$ cat config.mk
export PLATFORM = sky130hd
export DESIGN_NAME = rp_top
export DESIGN_NICKNAME = d
export VERILOG_FILES = /design/src/hw/rp_pkg.sv /design/src/hw/sys_bus_decoder.sv /design/src/hw/adc_frontend.sv /design/src/hw/dac_frontend.sv /design/src/hw/housekeeping.sv /design/src/hw/signal_router.sv /design/src/hw/rp_top.sv
export SDC_FILE = /design/constraint.sdc
export NUM_CORES = 1
export LEC_CHECK = 0
export ABC_CLOCK_PERIOD_IN_PS = 7700
export BUFFER_PORTS_ARGS = -buffer_cell sky130_fd_sc_hd__buf_2
export CORE_MARGIN = 1
export CORE_UTILIZATION = 35
export CTS_CLUSTER_DIAMETER = 200
export DETAILED_ROUTE_END_ITERATION = 6
export GPL_ROUTABILITY_DRIVEN = 0
export MAX_ROUTING_LAYER = met4
export PLACE_DENSITY_LB_ADDON = 0.05
export RECOVER_POWER = 25
export SLEW_MARGIN = 10
export SYNTH_ARGS = -nofsm -noshare
export SYNTH_HDL_FRONTEND = slang
export SYNTH_SLANG_ARGS = --single-unit
$ cat constraint.sdc
create_clock -name adc_clk -period 7.7 [get_ports adc_clk]
set_input_delay 0.77 -clock adc_clk [delete_from_list [all_inputs] [get_ports adc_clk]]
set_output_delay 0.77 -clock adc_clk [all_outputs]
set_load 0.03 [all_outputs]
$ cat src/hw/rp_pkg.sv
package rp_pkg;

  //////////////////////////////////////////////////////////////////////
  // widths
  //////////////////////////////////////////////////////////////////////

  localparam int ADC_PIN_W = 16;  // 14 bit converter on upper pins
  localparam int SAMPLE_W  = 14;
  localparam int BUS_W     = 32;  // address and data
  localparam int EXP_W     = 8;
  localparam int LED_W     = 8;

  // region index sits in addr[22:20]
  localparam int N_REGIONS     = 8;
  localparam int REGION_LSB    = 20;
  localparam int REGION_HK     = 0;
  localparam int REGION_ROUTER = 3;
  localparam int REG_OFS_W     = 20;  // low bits seen by a slave

  //////////////////////////////////////////////////////////////////////
  // register map
  //////////////////////////////////////////////////////////////////////

  localparam logic [BUS_W-1:0] HK_ID = 32'h5250_0100;  // board id word

  localparam logic [REG_OFS_W-1:0] HK_ID_OFS        = 20'h00000;
  localparam logic [REG_OFS_W-1:0] HK_LOOP_OFS      = 20'h0000C;
  localparam logic [REG_OFS_W-1:0] HK_EXP_P_DIR_OFS = 20'h00010;  // 1 = drive pin
  localparam logic [REG_OFS_W-1:0] HK_EXP_N_DIR_OFS = 20'h00014;
  localparam logic [REG_OFS_W-1:0] HK_EXP_P_OUT_OFS = 20'h00018;
  localparam logic [REG_OFS_W-1:0] HK_EXP_N_OUT_OFS = 20'h0001C;
  localparam logic [REG_OFS_W-1:0] HK_EXP_P_IN_OFS  = 20'h00020;  // read only
  localparam logic [REG_OFS_W-1:0] HK_EXP_N_IN_OFS  = 20'h00024;  // read only
  localparam logic [REG_OFS_W-1:0] HK_LED_OFS       = 20'h00030;

  localparam logic [REG_OFS_W-1:0] RT_SEL_A_OFS   = 20'h00000;
  localparam logic [REG_OFS_W-1:0] RT_SEL_B_OFS   = 20'h00004;
  localparam logic [REG_OFS_W-1:0] RT_CONST_A_OFS = 20'h00008;
  localparam logic [REG_OFS_W-1:0] RT_CONST_B_OFS = 20'h0000C;

  // types
  typedef logic signed [SAMPLE_W-1:0] sample_t;    // two's complement
  typedef logic        [SAMPLE_W-1:0] dac_word_t;  // unsigned, negative slope
  typedef logic        [ADC_PIN_W-1:0] adc_pins_t;
  typedef logic        [BUS_W-1:0]    bus_addr_t;
  typedef logic        [BUS_W-1:0]    bus_data_t;
  typedef logic        [EXP_W-1:0]    exp_t;
  typedef logic        [LED_W-1:0]    led_t;

  typedef enum logic [1:0] {
    ROUTE_ADC_A = 2'd0,
    ROUTE_ADC_B = 2'd1,
    ROUTE_CONST = 2'd2,
    ROUTE_SUM   = 2'd3   // saturated a + b
  } route_sel_t;

endpackage

$ cat src/hw/sys_bus_decoder.sv
`timescale 1ns/1ns

module sys_bus_decoder import rp_pkg::*; (
  input  bus_addr_t            sys_addr_i,
  input  logic                 sys_wen_i,    // one cycle pulse
  input  logic                 sys_ren_i,    // one cycle pulse
  output logic [N_REGIONS-1:0] region_wen_o,
  output logic [N_REGIONS-1:0] region_ren_o,
  input  bus_data_t            hk_rdata_i,
  input  bus_data_t            rt_rdata_i,
  input  logic                 hk_ack_i,
  input  logic                 rt_ack_i,
  output bus_data_t            sys_rdata_o,
  output logic                 sys_ack_o
);

  logic [$clog2(N_REGIONS)-1:0] region_idx;  // addr[22:20]
  logic [N_REGIONS-1:0]         region_cs;   // one-hot select

  //////////////////////////////////////////////////////////////////////
  // strobe fan-out
  //////////////////////////////////////////////////////////////////////

  assign region_idx = sys_addr_i[REGION_LSB +: $clog2(N_REGIONS)];
  assign region_cs  = N_REGIONS'(1) << region_idx;

  assign region_wen_o = region_cs & {N_REGIONS{sys_wen_i}};  // only selected slave sees it
  assign region_ren_o = region_cs & {N_REGIONS{sys_ren_i}};

  //////////////////////////////////////////////////////////////////////
  // read data and ack merge
  //////////////////////////////////////////////////////////////////////

  always_comb
  begin
    case (region_idx)
      REGION_HK:
      begin
        sys_rdata_o = hk_rdata_i;
        sys_ack_o   = hk_ack_i;
      end
      REGION_ROUTER:
      begin
        sys_rdata_o = rt_rdata_i;
        sys_ack_o   = rt_ack_i;
      end
      default:
      begin
        // empty region, zero data and ack in the strobe cycle
        sys_rdata_o = '0;
        sys_ack_o   = sys_wen_i | sys_ren_i;
      end
    endcase
  end

  // never more than one region strobe, write and read together included
  always_comb
  begin
    assert ($onehot0({region_wen_o, region_ren_o}))
      else $error("bus decoder strobed more than one region");
  end

endmodule

$ cat src/hw/adc_frontend.sv
`timescale 1ns/1ns

module adc_frontend import rp_pkg::*; (
  input  logic      adc_clk,
  input  logic      reset_i,
  input  adc_pins_t adc_dat_a_i,  // raw pins, 2 lsbs reserved
  input  adc_pins_t adc_dat_b_i,
  input  logic      loop_en_i,    // digital loopback from hk
  input  sample_t   loop_a_i,     // routed dac samples
  input  sample_t   loop_b_i,
  output sample_t   adc_a_o,
  output sample_t   adc_b_o
);

  logic [SAMPLE_W-1:0] adc_raw_a;  // pin register, offset binary
  logic [SAMPLE_W-1:0] adc_raw_b;

  // input register, upper 14 bits only
  always_ff @(posedge adc_clk)
  begin
    if (reset_i)
    begin
      adc_raw_a <= '0;
      adc_raw_b <= '0;
    end
    else
    begin
      adc_raw_a <= adc_dat_a_i[ADC_PIN_W-1 -: SAMPLE_W];
      adc_raw_b <= adc_dat_b_i[ADC_PIN_W-1 -: SAMPLE_W];
    end
  end

  // negative slope offset binary -> two's complement, keep msb, flip rest
  assign adc_a_o = loop_en_i ? loop_a_i : {adc_raw_a[SAMPLE_W-1], ~adc_raw_a[SAMPLE_W-2:0]};
  assign adc_b_o = loop_en_i ? loop_b_i : {adc_raw_b[SAMPLE_W-1], ~adc_raw_b[SAMPLE_W-2:0]};

endmodule

$ cat src/hw/dac_frontend.sv
`timescale 1ns/1ns

module dac_frontend import rp_pkg::*; (
  input  logic      adc_clk,
  input  logic      reset_i,
  input  sample_t   dac_a_i,      // two's complement from router
  input  sample_t   dac_b_i,
  output dac_word_t dac_dat_a_o,  // to converter pins
  output dac_word_t dac_dat_b_o
);

  //////////////////////////////////////////////////////////////////////
  // output registers
  //////////////////////////////////////////////////////////////////////

  always_ff @(posedge adc_clk)
  begin
    if (reset_i)
    begin
      dac_dat_a_o <= '0;
      dac_dat_b_o <= '0;
    end
    else
    begin
      // signed -> unsigned negative slope, same bit trick as the adc side
      dac_dat_a_o <= {dac_a_i[SAMPLE_W-1], ~dac_a_i[SAMPLE_W-2:0]};
      dac_dat_b_o <= {dac_b_i[SAMPLE_W-1], ~dac_b_i[SAMPLE_W-2:0]};
    end
  end

endmodule

$ cat src/hw/housekeeping.sv
`timescale 1ns/1ns

module housekeeping import rp_pkg::*; (
  input  logic      adc_clk,
  input  logic      reset_i,
  input  bus_addr_t sys_addr_i,
  input  bus_data_t sys_wdata_i,
  input  logic      sys_wen_i,
  input  logic      sys_ren_i,
  output bus_data_t sys_rdata_o,
  output logic      sys_ack_o,
  output logic      loop_en_o,   // digital loopback
  output led_t      led_o,
  input  exp_t      exp_p_i,     // connector pins, async to us
  input  exp_t      exp_n_i,
  output exp_t      exp_p_o,
  output exp_t      exp_n_o,
  output exp_t      exp_p_oe_o,  // 1 = output
  output exp_t      exp_n_oe_o
);

  logic [REG_OFS_W-1:0] reg_ofs;
  exp_t                 exp_p_in;   // sampled connector inputs
  exp_t                 exp_n_in;

  assign reg_ofs = sys_addr_i[REG_OFS_W-1:0];

  //////////////////////////////////////////////////////////////////////
  // write side
  //////////////////////////////////////////////////////////////////////

  always_ff @(posedge adc_clk)
  begin
    if (reset_i)
    begin
      loop_en_o  <= 1'b0;
      led_o      <= '0;
      exp_p_oe_o <= '0;  // all pins input after reset
      exp_n_oe_o <= '0;
      exp_p_o    <= '0;
      exp_n_o    <= '0;
      sys_ack_o  <= 1'b0;
    end
    else
    begin
      sys_ack_o <= sys_wen_i | sys_ren_i;  // every strobe acked next cycle
      if (sys_wen_i)
      begin
        case (reg_ofs)
          HK_LOOP_OFS:      loop_en_o  <= sys_wdata_i[0];
          HK_EXP_P_DIR_OFS: exp_p_oe_o <= sys_wdata_i[EXP_W-1:0];
          HK_EXP_N_DIR_OFS: exp_n_oe_o <= sys_wdata_i[EXP_W-1:0];
          HK_EXP_P_OUT_OFS: exp_p_o    <= sys_wdata_i[EXP_W-1:0];
          HK_EXP_N_OUT_OFS: exp_n_o    <= sys_wdata_i[EXP_W-1:0];
          HK_LED_OFS:       led_o      <= sys_wdata_i[LED_W-1:0];
          default: ;  // id, inputs and holes ignore writes
        endcase
      end
    end
  end

  // read side plus one input register stage
  always_ff @(posedge adc_clk)
  begin
    exp_p_in    <= exp_p_i;
    exp_n_in    <= exp_n_i;
    sys_rdata_o <= '0;
    if (sys_ren_i)
    begin
      case (reg_ofs)
        HK_ID_OFS:        sys_rdata_o <= HK_ID;
        HK_LOOP_OFS:      sys_rdata_o <= BUS_W'(loop_en_o);
        HK_EXP_P_DIR_OFS: sys_rdata_o <= BUS_W'(exp_p_oe_o);
        HK_EXP_N_DIR_OFS: sys_rdata_o <= BUS_W'(exp_n_oe_o);
        HK_EXP_P_OUT_OFS: sys_rdata_o <= BUS_W'(exp_p_o);
        HK_EXP_N_OUT_OFS: sys_rdata_o <= BUS_W'(exp_n_o);
        HK_EXP_P_IN_OFS:  sys_rdata_o <= BUS_W'(exp_p_in);
        HK_EXP_N_IN_OFS:  sys_rdata_o <= BUS_W'(exp_n_in);
        HK_LED_OFS:       sys_rdata_o <= BUS_W'(led_o);
        default: ;        // unmapped, reads zero
      endcase
    end
  end

  // an ack always answers a strobe from the cycle before, never two in a row
  a_ack_has_strobe: assert property (@(posedge adc_clk) disable iff (reset_i)
    sys_ack_o |-> $past(sys_wen_i || sys_ren_i) && !$past(sys_ack_o))
    else $error("housekeeping ack without a single strobe before it");

endmodule

$ cat src/hw/signal_router.sv
`timescale 1ns/1ns

module signal_router import rp_pkg::*; (
  input  logic      adc_clk,
  input  logic      reset_i,
  input  bus_addr_t sys_addr_i,
  input  bus_data_t sys_wdata_i,
  input  logic      sys_wen_i,
  input  logic      sys_ren_i,
  output bus_data_t sys_rdata_o,
  output logic      sys_ack_o,
  input  sample_t   adc_a_i,
  input  sample_t   adc_b_i,
  output sample_t   route_a_o,  // to dac and loopback
  output sample_t   route_b_o
);

  logic [REG_OFS_W-1:0] reg_ofs;
  route_sel_t           sel_a, sel_b;
  sample_t              const_a, const_b;
  logic signed [SAMPLE_W:0] sum_ab;  // one guard bit
  sample_t              sum_sat;

  assign reg_ofs = sys_addr_i[REG_OFS_W-1:0];

  //////////////////////////////////////////////////////////////////////
  // config registers
  //////////////////////////////////////////////////////////////////////

  always_ff @(posedge adc_clk)
  begin
    if (reset_i)
    begin
      sel_a     <= ROUTE_ADC_A;
      sel_b     <= ROUTE_ADC_A;
      const_a   <= '0;
      const_b   <= '0;
      sys_ack_o <= 1'b0;
    end
    else
    begin
      sys_ack_o <= sys_wen_i | sys_ren_i;
      if (sys_wen_i)
      begin
        case (reg_ofs)
          RT_SEL_A_OFS:   sel_a   <= route_sel_t'(sys_wdata_i[$bits(route_sel_t)-1:0]);
          RT_SEL_B_OFS:   sel_b   <= route_sel_t'(sys_wdata_i[$bits(route_sel_t)-1:0]);
          RT_CONST_A_OFS: const_a <= sys_wdata_i[SAMPLE_W-1:0];
          RT_CONST_B_OFS: const_b <= sys_wdata_i[SAMPLE_W-1:0];
          default: ;
        endcase
      end
    end
  end

  // readback, constants sign extended
  always_ff @(posedge adc_clk)
  begin
    sys_rdata_o <= '0;
    if (sys_ren_i)
    begin
      case (reg_ofs)
        RT_SEL_A_OFS:   sys_rdata_o <= BUS_W'(sel_a);
        RT_SEL_B_OFS:   sys_rdata_o <= BUS_W'(sel_b);
        RT_CONST_A_OFS: sys_rdata_o <= {{(BUS_W-SAMPLE_W){const_a[SAMPLE_W-1]}}, const_a};
        RT_CONST_B_OFS: sys_rdata_o <= {{(BUS_W-SAMPLE_W){const_b[SAMPLE_W-1]}}, const_b};
        default: ;
      endcase
    end
  end

  //////////////////////////////////////////////////////////////////////
  // datapath
  //////////////////////////////////////////////////////////////////////

  assign sum_ab = adc_a_i + adc_b_i;
  // guard bit disagrees with msb -> clip to full scale of the sign
  assign sum_sat = (sum_ab[SAMPLE_W] != sum_ab[SAMPLE_W-1])
                   ? {sum_ab[SAMPLE_W], {(SAMPLE_W-1){~sum_ab[SAMPLE_W]}}}
                   : sum_ab[SAMPLE_W-1:0];

  function automatic sample_t route_pick(route_sel_t sel, sample_t cst);
    case (sel)
      ROUTE_ADC_A: return adc_a_i;
      ROUTE_ADC_B: return adc_b_i;
      ROUTE_CONST: return cst;
      default:     return sum_sat;
    endcase
  endfunction

  always_ff @(posedge adc_clk)
  begin
    if (reset_i)
    begin
      route_a_o <= '0;
      route_b_o <= '0;
    end
    else
    begin
      route_a_o <= route_pick(sel_a, const_a);  // one cycle of the 3 cycle path
      route_b_o <= route_pick(sel_b, const_b);
    end
  end

  // strobe answered on the next edge, master quiet while the ack is out
  a_strobe_acked: assert property (@(posedge adc_clk) disable iff (reset_i)
    (sys_wen_i || sys_ren_i) |=> sys_ack_o && !(sys_wen_i || sys_ren_i))
    else $error("router strobe without ack or strobe during ack");

endmodule

$ cat src/hw/rp_top.sv
`timescale 1ns/1ns

module rp_top import rp_pkg::*; (
  input  logic      adc_clk,
  input  logic      reset_i,
  // converters
  input  adc_pins_t adc_dat_a_i,
  input  adc_pins_t adc_dat_b_i,
  output dac_word_t dac_dat_a_o,
  output dac_word_t dac_dat_b_o,
  // expansion connector, split for simulation
  input  exp_t      exp_p_i,
  input  exp_t      exp_n_i,
  output exp_t      exp_p_o,
  output exp_t      exp_n_o,
  output exp_t      exp_p_oe_o,
  output exp_t      exp_n_oe_o,
  output led_t      led_o,
  // system bus
  input  bus_addr_t sys_addr_i,
  input  bus_data_t sys_wdata_i,
  input  logic      sys_wen_i,
  input  logic      sys_ren_i,
  output bus_data_t sys_rdata_o,
  output logic      sys_ack_o
);

  logic [N_REGIONS-1:0] region_wen, region_ren;
  bus_data_t            hk_rdata, rt_rdata;
  logic                 hk_ack, rt_ack;
  sample_t              adc_a, adc_b;      // converted adc or loopback
  sample_t              route_a, route_b;  // router outputs
  logic                 loop_en;

  //////////////////////////////////////////////////////////////////////
  // bus
  //////////////////////////////////////////////////////////////////////

  sys_bus_decoder i_bus (
    .sys_addr_i   (sys_addr_i), .sys_wen_i  (sys_wen_i),  .sys_ren_i (sys_ren_i),
    .region_wen_o (region_wen), .region_ren_o (region_ren),
    .hk_rdata_i   (hk_rdata),   .rt_rdata_i (rt_rdata),
    .hk_ack_i     (hk_ack),     .rt_ack_i   (rt_ack),
    .sys_rdata_o  (sys_rdata_o), .sys_ack_o (sys_ack_o)
  );

  housekeeping i_hk (
    .adc_clk (adc_clk), .reset_i (reset_i),
    .sys_addr_i (sys_addr_i), .sys_wdata_i (sys_wdata_i),
    .sys_wen_i (region_wen[REGION_HK]), .sys_ren_i (region_ren[REGION_HK]),
    .sys_rdata_o (hk_rdata), .sys_ack_o (hk_ack),
    .loop_en_o (loop_en), .led_o (led_o),
    .exp_p_i (exp_p_i), .exp_n_i (exp_n_i), .exp_p_o (exp_p_o), .exp_n_o (exp_n_o),
    .exp_p_oe_o (exp_p_oe_o), .exp_n_oe_o (exp_n_oe_o)
  );

  // analog path, adc -> router -> dac, 3 cycles
  adc_frontend i_adc (
    .adc_clk (adc_clk), .reset_i (reset_i),
    .adc_dat_a_i (adc_dat_a_i), .adc_dat_b_i (adc_dat_b_i),
    .loop_en_i (loop_en), .loop_a_i (route_a), .loop_b_i (route_b),
    .adc_a_o (adc_a), .adc_b_o (adc_b)
  );

  signal_router i_router (
    .adc_clk (adc_clk), .reset_i (reset_i),
    .sys_addr_i (sys_addr_i), .sys_wdata_i (sys_wdata_i),
    .sys_wen_i (region_wen[REGION_ROUTER]), .sys_ren_i (region_ren[REGION_ROUTER]),
    .sys_rdata_o (rt_rdata), .sys_ack_o (rt_ack),
    .adc_a_i (adc_a), .adc_b_i (adc_b), .route_a_o (route_a), .route_b_o (route_b)
  );

  dac_frontend i_dac (
    .adc_clk (adc_clk), .reset_i (reset_i),
    .dac_a_i (route_a), .dac_b_i (route_b),
    .dac_dat_a_o (dac_dat_a_o), .dac_dat_b_o (dac_dat_b_o)
  );

endmodule

==> results.sh, run 1 <==
export IMPL_root_buffer="clkbuf_16"
export IMPL_die_w_um=163
export IMPL_cts_hold_buf=0
export IMPL_grt_pass1_vias=7269
export IMPL_synth_commonest_cells="dfxtp_1 (198), nor2_1 (134), nand2_1 (92)"
export IMPL_syn_nets=1113
export IMPL_tightest_slew_ps=2970
export IMPL_ios=217
export IMPL_crit_required_ps=8040
export IMPL_clk_path_buf_depth=2
export IMPL_yosys_cell_types_count=79
export IMPL_crit_fanout=52
export IMPL_synth_top_area_cell="dfxtp_1"
export IMPL_setup_violations=0
export IMPL_violations="max-capacitance violations, max-slew violations"
export IMPL_power_leakage_uw=0.00445
export IMPL_crit_path_cell_trace="buf_4 -> inv_4 -> o21ai_0 -> inv_1 -> ha_1 -> and4_1 -> a311oi_1 -> nor2_1 -> a221o_1 -> o21ai_1 -> a211oi_1 -> or3_1 -> ha_1 -> nand2_1 -> or3_1 -> o221ai_4 -> nor2_2 -> a2111oi_2"
export IMPL_syn_avg_cell_area_um2=9.21
export IMPL_relSlewSlack_pct=-97.9
export IMPL_antenna_found_initial=1
export IMPL_clock_latency_ps=450
export IMPL_ys_ff_latch=198
export IMPL_wirelength_mm=27.2
export IMPL_finalHoldViolations=0
export IMPL_cts_tree="built"
export IMPL_drv_slew=69
export IMPL_final_layout_size_suffix_gt1_share_pct=23.6
export IMPL_hold_ws_ps=407
export IMPL_cts_num_sinks=198
export IMPL_coreArea_mm2=0.0253
export IMPL_grt_overflow_total=0
export IMPL_power_density_mw_per_mm2=217
export IMPL_synth_edf_count=0
export IMPL_critical_path_class="flop to flop"
export IMPL_post_route_period_util_pct=75.2
export IMPL_synth_ff_type="dfxtp_1"
export IMPL_cts_setup_buffers=0
export IMPL_cts_clk_slew_worst_paths_ps=90
export IMPL_cp_end_kind="flop"
export IMPL_period_minus_slack_ps=5790
export IMPL_grt_max_degree=87
export IMPL_regArea_mm2=0.00396
export IMPL_synth_most_common_cell="dfxtp_1"
export IMPL_antenna_left=0
export IMPL_crit_path_max_incr_delay_ps=670
export IMPL_fin_skew_ps=18.2
export IMPL_vias=7579
export IMPL_netlist_instances=984
export IMPL_drt_iter0_markers=448
export IMPL_tns_ps=0
export IMPL_dp_cells=1430
export IMPL_cts_resized_gates=0
export IMPL_reg2reg_slack_ps=1910
export IMPL_routedWlPerCell_um=18.6
export IMPL_fillers=2561
export IMPL_post_route_drc_count=0
export IMPL_dieArea_mm2=0.0265
export IMPL_syn_cell_area_mm2=0.00906
export IMPL_fmax_mhz=173
export IMPL_multi_input_area_mm2=0.00458
export IMPL_yosys_top_cells_area="dfxtp_1 (44%), mux2i_1 (7.0%), nor2_1 (5.5%)"
export IMPL_via_per_inst=5.18
export IMPL_htreeDepth=4
export IMPL_yosysSeqAreaShare_pct=43.7
export IMPL_status="finished with violations"
export IMPL_rsz0062_at_grt="no"
export IMPL_crit_arrival_ps=6130
export IMPL_yosysTopAreaCellShare_pct=43.7
export IMPL_die_y_um=163
export IMPL_crit_path_start_kind="flop"
export IMPL_ir_drop_mv=0.137
export IMPL_grt_pass1_wl_mm=41.6
export IMPL_nNetsFinal=1248
export IMPL_start_util_pct=35.8
export IMPL_syn2layout_area_growth_pct=18.1
export IMPL_dp_hpwl_mm=19.1
export IMPL_async_flop_share_pct=0
export IMPL_cts_buffers=17
export IMPL_num_rows=58
export IMPL_max_cap_viol_count=1
export IMPL_slowest_stage="ha_1"
export IMPL_yosys_warnings=0
export IMPL_stdcell_count=1463
export IMPL_track_usage_pct=21.5
export IMPL_dr_pass1_iters=7
export IMPL_port_buffer_count=185
export IMPL_min_path_type="input port to flop"
[per-stage QoR]
stage          total power, uW  area, um^2  util (%)  worst slack (ps)
5_1_grt                   2420       10700      42.3              1490
6_report                  2320       10700      42.3              1910
2_1_floorplan             1280        9060         -              2770
3_5_place_dp              1370       10100      39.7              1860
4_1_cts                   2350       10700      42.3              1850
3_3_place_gp              1380       10100      39.7              1860
[where the power goes]
part	leakage, uW	switching, uW	internal [uW]	total [uW]
clock network	0.000313	508	463	971
logic	0.00251	172	101	273
registers	0.00163	19.3	1060	1080
[worst paths after layout]
path | from | cells past startpoint | to
max | i_hk.loop_en_o | 18 | i_router.route_a_o[7]
min | exp_p_i[4] | 1 | i_hk.exp_p_in[4]
max reg2reg | i_hk.loop_en_o | 18 | i_router.route_a_o[7]
min reg2reg | i_router.route_a_o[10] | 1 | i_dac.dac_dat_a_o[10]
[registers in the layout, summed over array words and instances (netlist names), 9 cells and up]
name	count
i_adc.adc_raw_a	14
i_adc.adc_raw_b	14
i_dac.dac_dat_a_o	14
i_dac.dac_dat_b_o	14
i_hk.sys_rdata_o	9
i_router.const_a	14
i_router.const_b	14
i_router.route_a_o	14
i_router.route_b_o	14
i_router.sys_rdata_o	14
[critical path: cells and delay by family (launching register included)]
kind | cells | cell delay [ps]
fa+ha+maj | 2 | 1010
simple gates | 6 | 1500
buf+inv | 3 | 630
flops | 1 | 310
compound gates | 7 | 2200
[per-layer routing]
metal | GRT usage (%) | wire [um] | vias up
met5 | - | 0 | -
met3 | 4.53 | 1680 | 15
li1 | - | - | 3745
met4 | 4.46 | 274 | 0
met1 | 26.3 | 12000 | 3577
met2 | 36.1 | 13200 | 242
[layout make-up]
class,instances,area share (%)
Multi-Input combinational cell,678,42.8
Sequential cell,198,37.0
Timing Repair Buffer,193,9.12
Clock buffer,17,3.97
Tap cell,330,3.86
Clock inverter,15,2.07
Inverter,31,1.11
Antenna cell,1,0.0234
[cell usage in the layout (no fill, tap or decap), types with 5 or more instances in the layout]
cell       synthesis  routed
dfxtp_1          198     198
buf_2              6     177
nor2_1           134     134
nand2_1           92      92
mux2i_1           63      63
a21oi_1           60      60
nor2b_1           36      36
inv_1             29      29
a22oi_1           28      28
o21ai_0           25      25
nor3_1            17      17
clkbuf_16          0      17
a211oi_1          16      16
xnor2_1           14      14
ha_1              13      13
mux4_2            11      11
nand3_1           10      10
and3_1            10      10
a222oi_1          10      10
a22o_1             9       9
a31oi_1            8       8
xor2_1             8       8
clkbuf_1          42       8
buf_4             19       8
or3_1              6       6
nor4_1             6       6
and2_1             6       6
a2111oi_2          5       5
[cell families after synthesis]
kind of cell / share of synthesized area [%]
buffers and inverters: 5.71
AOI/OAI and AO/OA: 16.2
DFF: 43.7
xor gates and xnor gates: 2.13
and+or+nand+nor: 19.5
adders and majority gates: 2.14
muxes: 10.7
(Power assumes the default switching activity.)
==> run 2, diff against run 1 <==
--- a/config.mk
+++ b/config.mk
@@ -5,7 +5,8 @@
 export SDC_FILE = /design/constraint.sdc
 export NUM_CORES = 1
 export LEC_CHECK = 0
-export ABC_CLOCK_PERIOD_IN_PS = 7700
+export ABC_AREA = 1
+export ABC_CLOCK_PERIOD_IN_PS = 5000
 export BUFFER_PORTS_ARGS = -buffer_cell sky130_fd_sc_hd__buf_2
 export CORE_MARGIN = 1
 export CORE_UTILIZATION = 35
==> constraint.sdc (replaced) <==
create_clock -name adc_clk -period 5 [get_ports adc_clk]
set_input_delay 0.5 -clock adc_clk [delete_from_list [all_inputs] [get_ports adc_clk]]
set_output_delay 0.5 -clock adc_clk [all_outputs]
set_load 0.03 [all_outputs]
==> run 2 against run 1 <==
Net effect: the flow finishes with violations (design-rule violations, max-capacitance violations, max-slew violations); global-route usage down 0.19 points; cell area up 3.2%; critical endpoint unchanged; core utilization down 0.091 points.
==> results.sh, run 2 <==
export IMPL_crit_path_start_kind="flop"
export IMPL_die_w_um=166
export IMPL_post_route_drc_count=13
export IMPL_power_leakage_uw=0.00518
export IMPL_grt_max_degree=68
export IMPL_cts_setup_buffers=0
export IMPL_start_util_pct=36.0
export IMPL_hold_ws_ps=144
export IMPL_regArea_mm2=0.00397
export IMPL_cts_num_sinks=198
export IMPL_num_rows=59
export IMPL_synth_top_area_cell="dfxtp_1"
export IMPL_violations="design-rule violations, max-capacitance violations, max-slew violations"
export IMPL_syn_cell_area_mm2=0.00942
export IMPL_finalHoldViolations=0
export IMPL_min_delay_path_depth=1
export IMPL_cp_end_kind="flop"
export IMPL_synth_most_common_cell="nand2_1"
export IMPL_final_util_pct=42.2
export IMPL_cts_hold_buf=0
export IMPL_routedWlPerCell_um=15.6
export IMPL_antenna_left=0
export IMPL_worstSetupPathDepth=17
export IMPL_crit_required_ps=5340
export IMPL_yosysSeqAreaShare_pct=42.1
export IMPL_period_minus_slack_ps=3990
export IMPL_crit_arrival_ps=4340
export IMPL_yosysTopAreaCellShare_pct=42.1
export IMPL_finalPower_uw=3480
export IMPL_min_path_type="input port to flop"
export IMPL_final_common_cell="nand2_1"
export IMPL_crit_fanout=30
export IMPL_status="finished with violations"
export IMPL_dp_hpwl_mm=21.3
export IMPL_syn2layout_area_growth_pct=17.3
export IMPL_final_layout_size_suffix_gt1_share_pct=17.5
export IMPL_track_usage_pct=21.3
export IMPL_synth_commonest_cells="nand2_1 (266), inv_1 (242), dfxtp_1 (198)"
export IMPL_grt_overflow_total=0
export IMPL_cts_clk_slew_worst_paths_ps=90
export IMPL_vias=8930
export IMPL_fmax_mhz=250
export IMPL_root_buffer="clkbuf_16"
export IMPL_port_buffer_count=185
export IMPL_slowest_stage="dfxtp_2"
export IMPL_via_per_inst=4.85
export IMPL_yosys_warnings=0
export IMPL_critical_path_class="flop to flop"
export IMPL_clk_path_buf_depth=2
export IMPL_cts_resized_gates=0
export IMPL_synth_edf_count=0
export IMPL_fillers=2797
export IMPL_dieArea_mm2=0.0276
export IMPL_critical_path_buf_inv_count=5
export IMPL_grt_pass1_vias=7871
export IMPL_crit_path_cell_trace="inv_4 -> nand2_1 -> o21ai_0 -> ha_1 -> inv_1 -> nor3_1 -> inv_1 -> nor3_2 -> nand2_2 -> nand3_2 -> nand2_1 -> ha_1 -> clkinv_1 -> nand3_1 -> nand3_1 -> nand2_1 -> inv_1"
export IMPL_htreeDepth=4
export IMPL_syn_avg_cell_area_um2=7.00
export IMPL_dr_pass1_iters=7
export IMPL_relSlewSlack_pct=-50.5
export IMPL_ir_drop_mv=0.177
export IMPL_fin_skew_ps=11.9
export IMPL_crit_path_max_incr_delay_ps=700
export IMPL_yosys_cell_types_count=43
export IMPL_netlist_instances=1347
export IMPL_syn_nets=1476
export IMPL_reg2reg_slack_ps=1010
export IMPL_cts_tree="built"
export IMPL_rr_worst_depth=17
export IMPL_max_cap_viol_count=1
export IMPL_wirelength_mm=28.8
export IMPL_nNetsFinal=1622
export IMPL_drv_slew=57
export IMPL_antenna_found_initial=2
export IMPL_clock_latency_ps=450
export IMPL_grt_pass1_wl_mm=44.2
export IMPL_tns_ps=0
export IMPL_crit_family="simple AND/OR/NAND/NOR gates"
export IMPL_rsz0062_at_grt="no"
export IMPL_power_density_mw_per_mm2=315
export IMPL_coreArea_mm2=0.0262
export IMPL_ys_ff_latch=198
export IMPL_synth_ff_type="dfxtp_1"
export IMPL_drt_iter0_markers=634
export IMPL_post_route_period_util_pct=79.9
export IMPL_tightest_slew_ps=2260
export IMPL_yosys_top_cells_area="dfxtp_1 (42%), nand2_1 (11%), inv_1 (9.6%)"
export IMPL_setup_violations=0
export IMPL_ios=217
export IMPL_die_y_um=166
export IMPL_final_cell_mix="nand2_1 (266), inv_1 (241), dfxtp_1 (197), buf_2 (182), nor2_1 (131)"
export IMPL_cts_buffers=17
export IMPL_async_flop_share_pct=0
export IMPL_multi_input_area_mm2=0.00412
## run 2: cell types whose count changed after synthesis, moves of 14 or more
cell	before	now
a211oi_1	16	0
a21oi_1	60	96
a22oi_1	28	0
inv_1	29	242
mux2i_1	63	0
nand2_1	92	266
nand3_1	10	54
nand4_1	2	18
nor2b_1	36	0
o21ai_0	25	129
o221ai_1	3	23
o22ai_1	4	18
xnor2_1	14	0
## run 2: routing by layer
metal / share of wire (%) / wire [um] / vias to the layer above / track usage, %
li1: - / - / 4576 / -
met1: 48 / 13800 / 4068 / 29.2
met2: 44 / 12600 / 261 / 31.6
met3: 6.3 / 1810 / 25 / 3.86
met4: 1.8 / 513 / 0 / 6.26
met5: 0 / 0 / - / -
## run 2: cells by family after synthesis
logic type | share of synthesized area, %
AOI/OAI and AO/OA | 18.6
xor gates and xnor gates | 0.0930
adders and majority gates | 1.73
buffers and inverters | 14.2
DFF | 42.1
and+or+nand+nor | 23.3
## run 2: final timing paths
path | to | startpoint
worst max-delay path | i_router.route_a_o[7] | i_hk.loop_en_o
worst min-delay path | i_hk.exp_n_in[3] | exp_n_i[3]
worst max register to register | i_router.route_a_o[7] | i_hk.loop_en_o
worst min register to register | i_dac.dac_dat_b_o[0] | i_router.route_b_o[0]
## run 2: power breakdown
part	switching (uW)	total (uW)	internal, uW
Sequential	21.2	1650	1620
Combinational	293	427	134
Clock	726	1410	682
## run 2: area by class of cell
class | count | area share [%]
Inverter | 247 | 8.41
Tap cell | 335 | 3.79
Antenna cell | 1 | 0.0226
Clock buffer | 17 | 3.85
Sequential cell | 198 | 35.9
Multi-Input combinational cell | 832 | 37.3
Timing Repair Buffer | 197 | 9.24
Clock inverter | 15 | 1.51
## run 2: worst register-to-register path, stage by stage, from the launching register on
cell and delay (ps):
dfxtp_2 700, inv_4 240, nand2_1 100, o21ai_0 160
ha_1 390, inv_1 110, nor3_1 380, inv_1 100
nor3_2 200, nand2_2 90, nand3_2 100, nand2_1 80
ha_1 300, clkinv_1 370, nand3_1 320, nand3_1 110
nand2_1 90, inv_1 40
## run 2: through the flow
| step | cells | worst slack, ps | area, um^2 |
|---|---|---|---|
| after floorplan | 1347 | 1480 | 9420 |
| after global placement | 1809 | 1040 | 10500 |
| after detailed placement | 1809 | 1060 | 10500 |
| after CTS | 1841 | 1030 | 11100 |
| after global routing | 1842 | 598 | 11100 |
| final | 1842 | 1010 | 11100 |
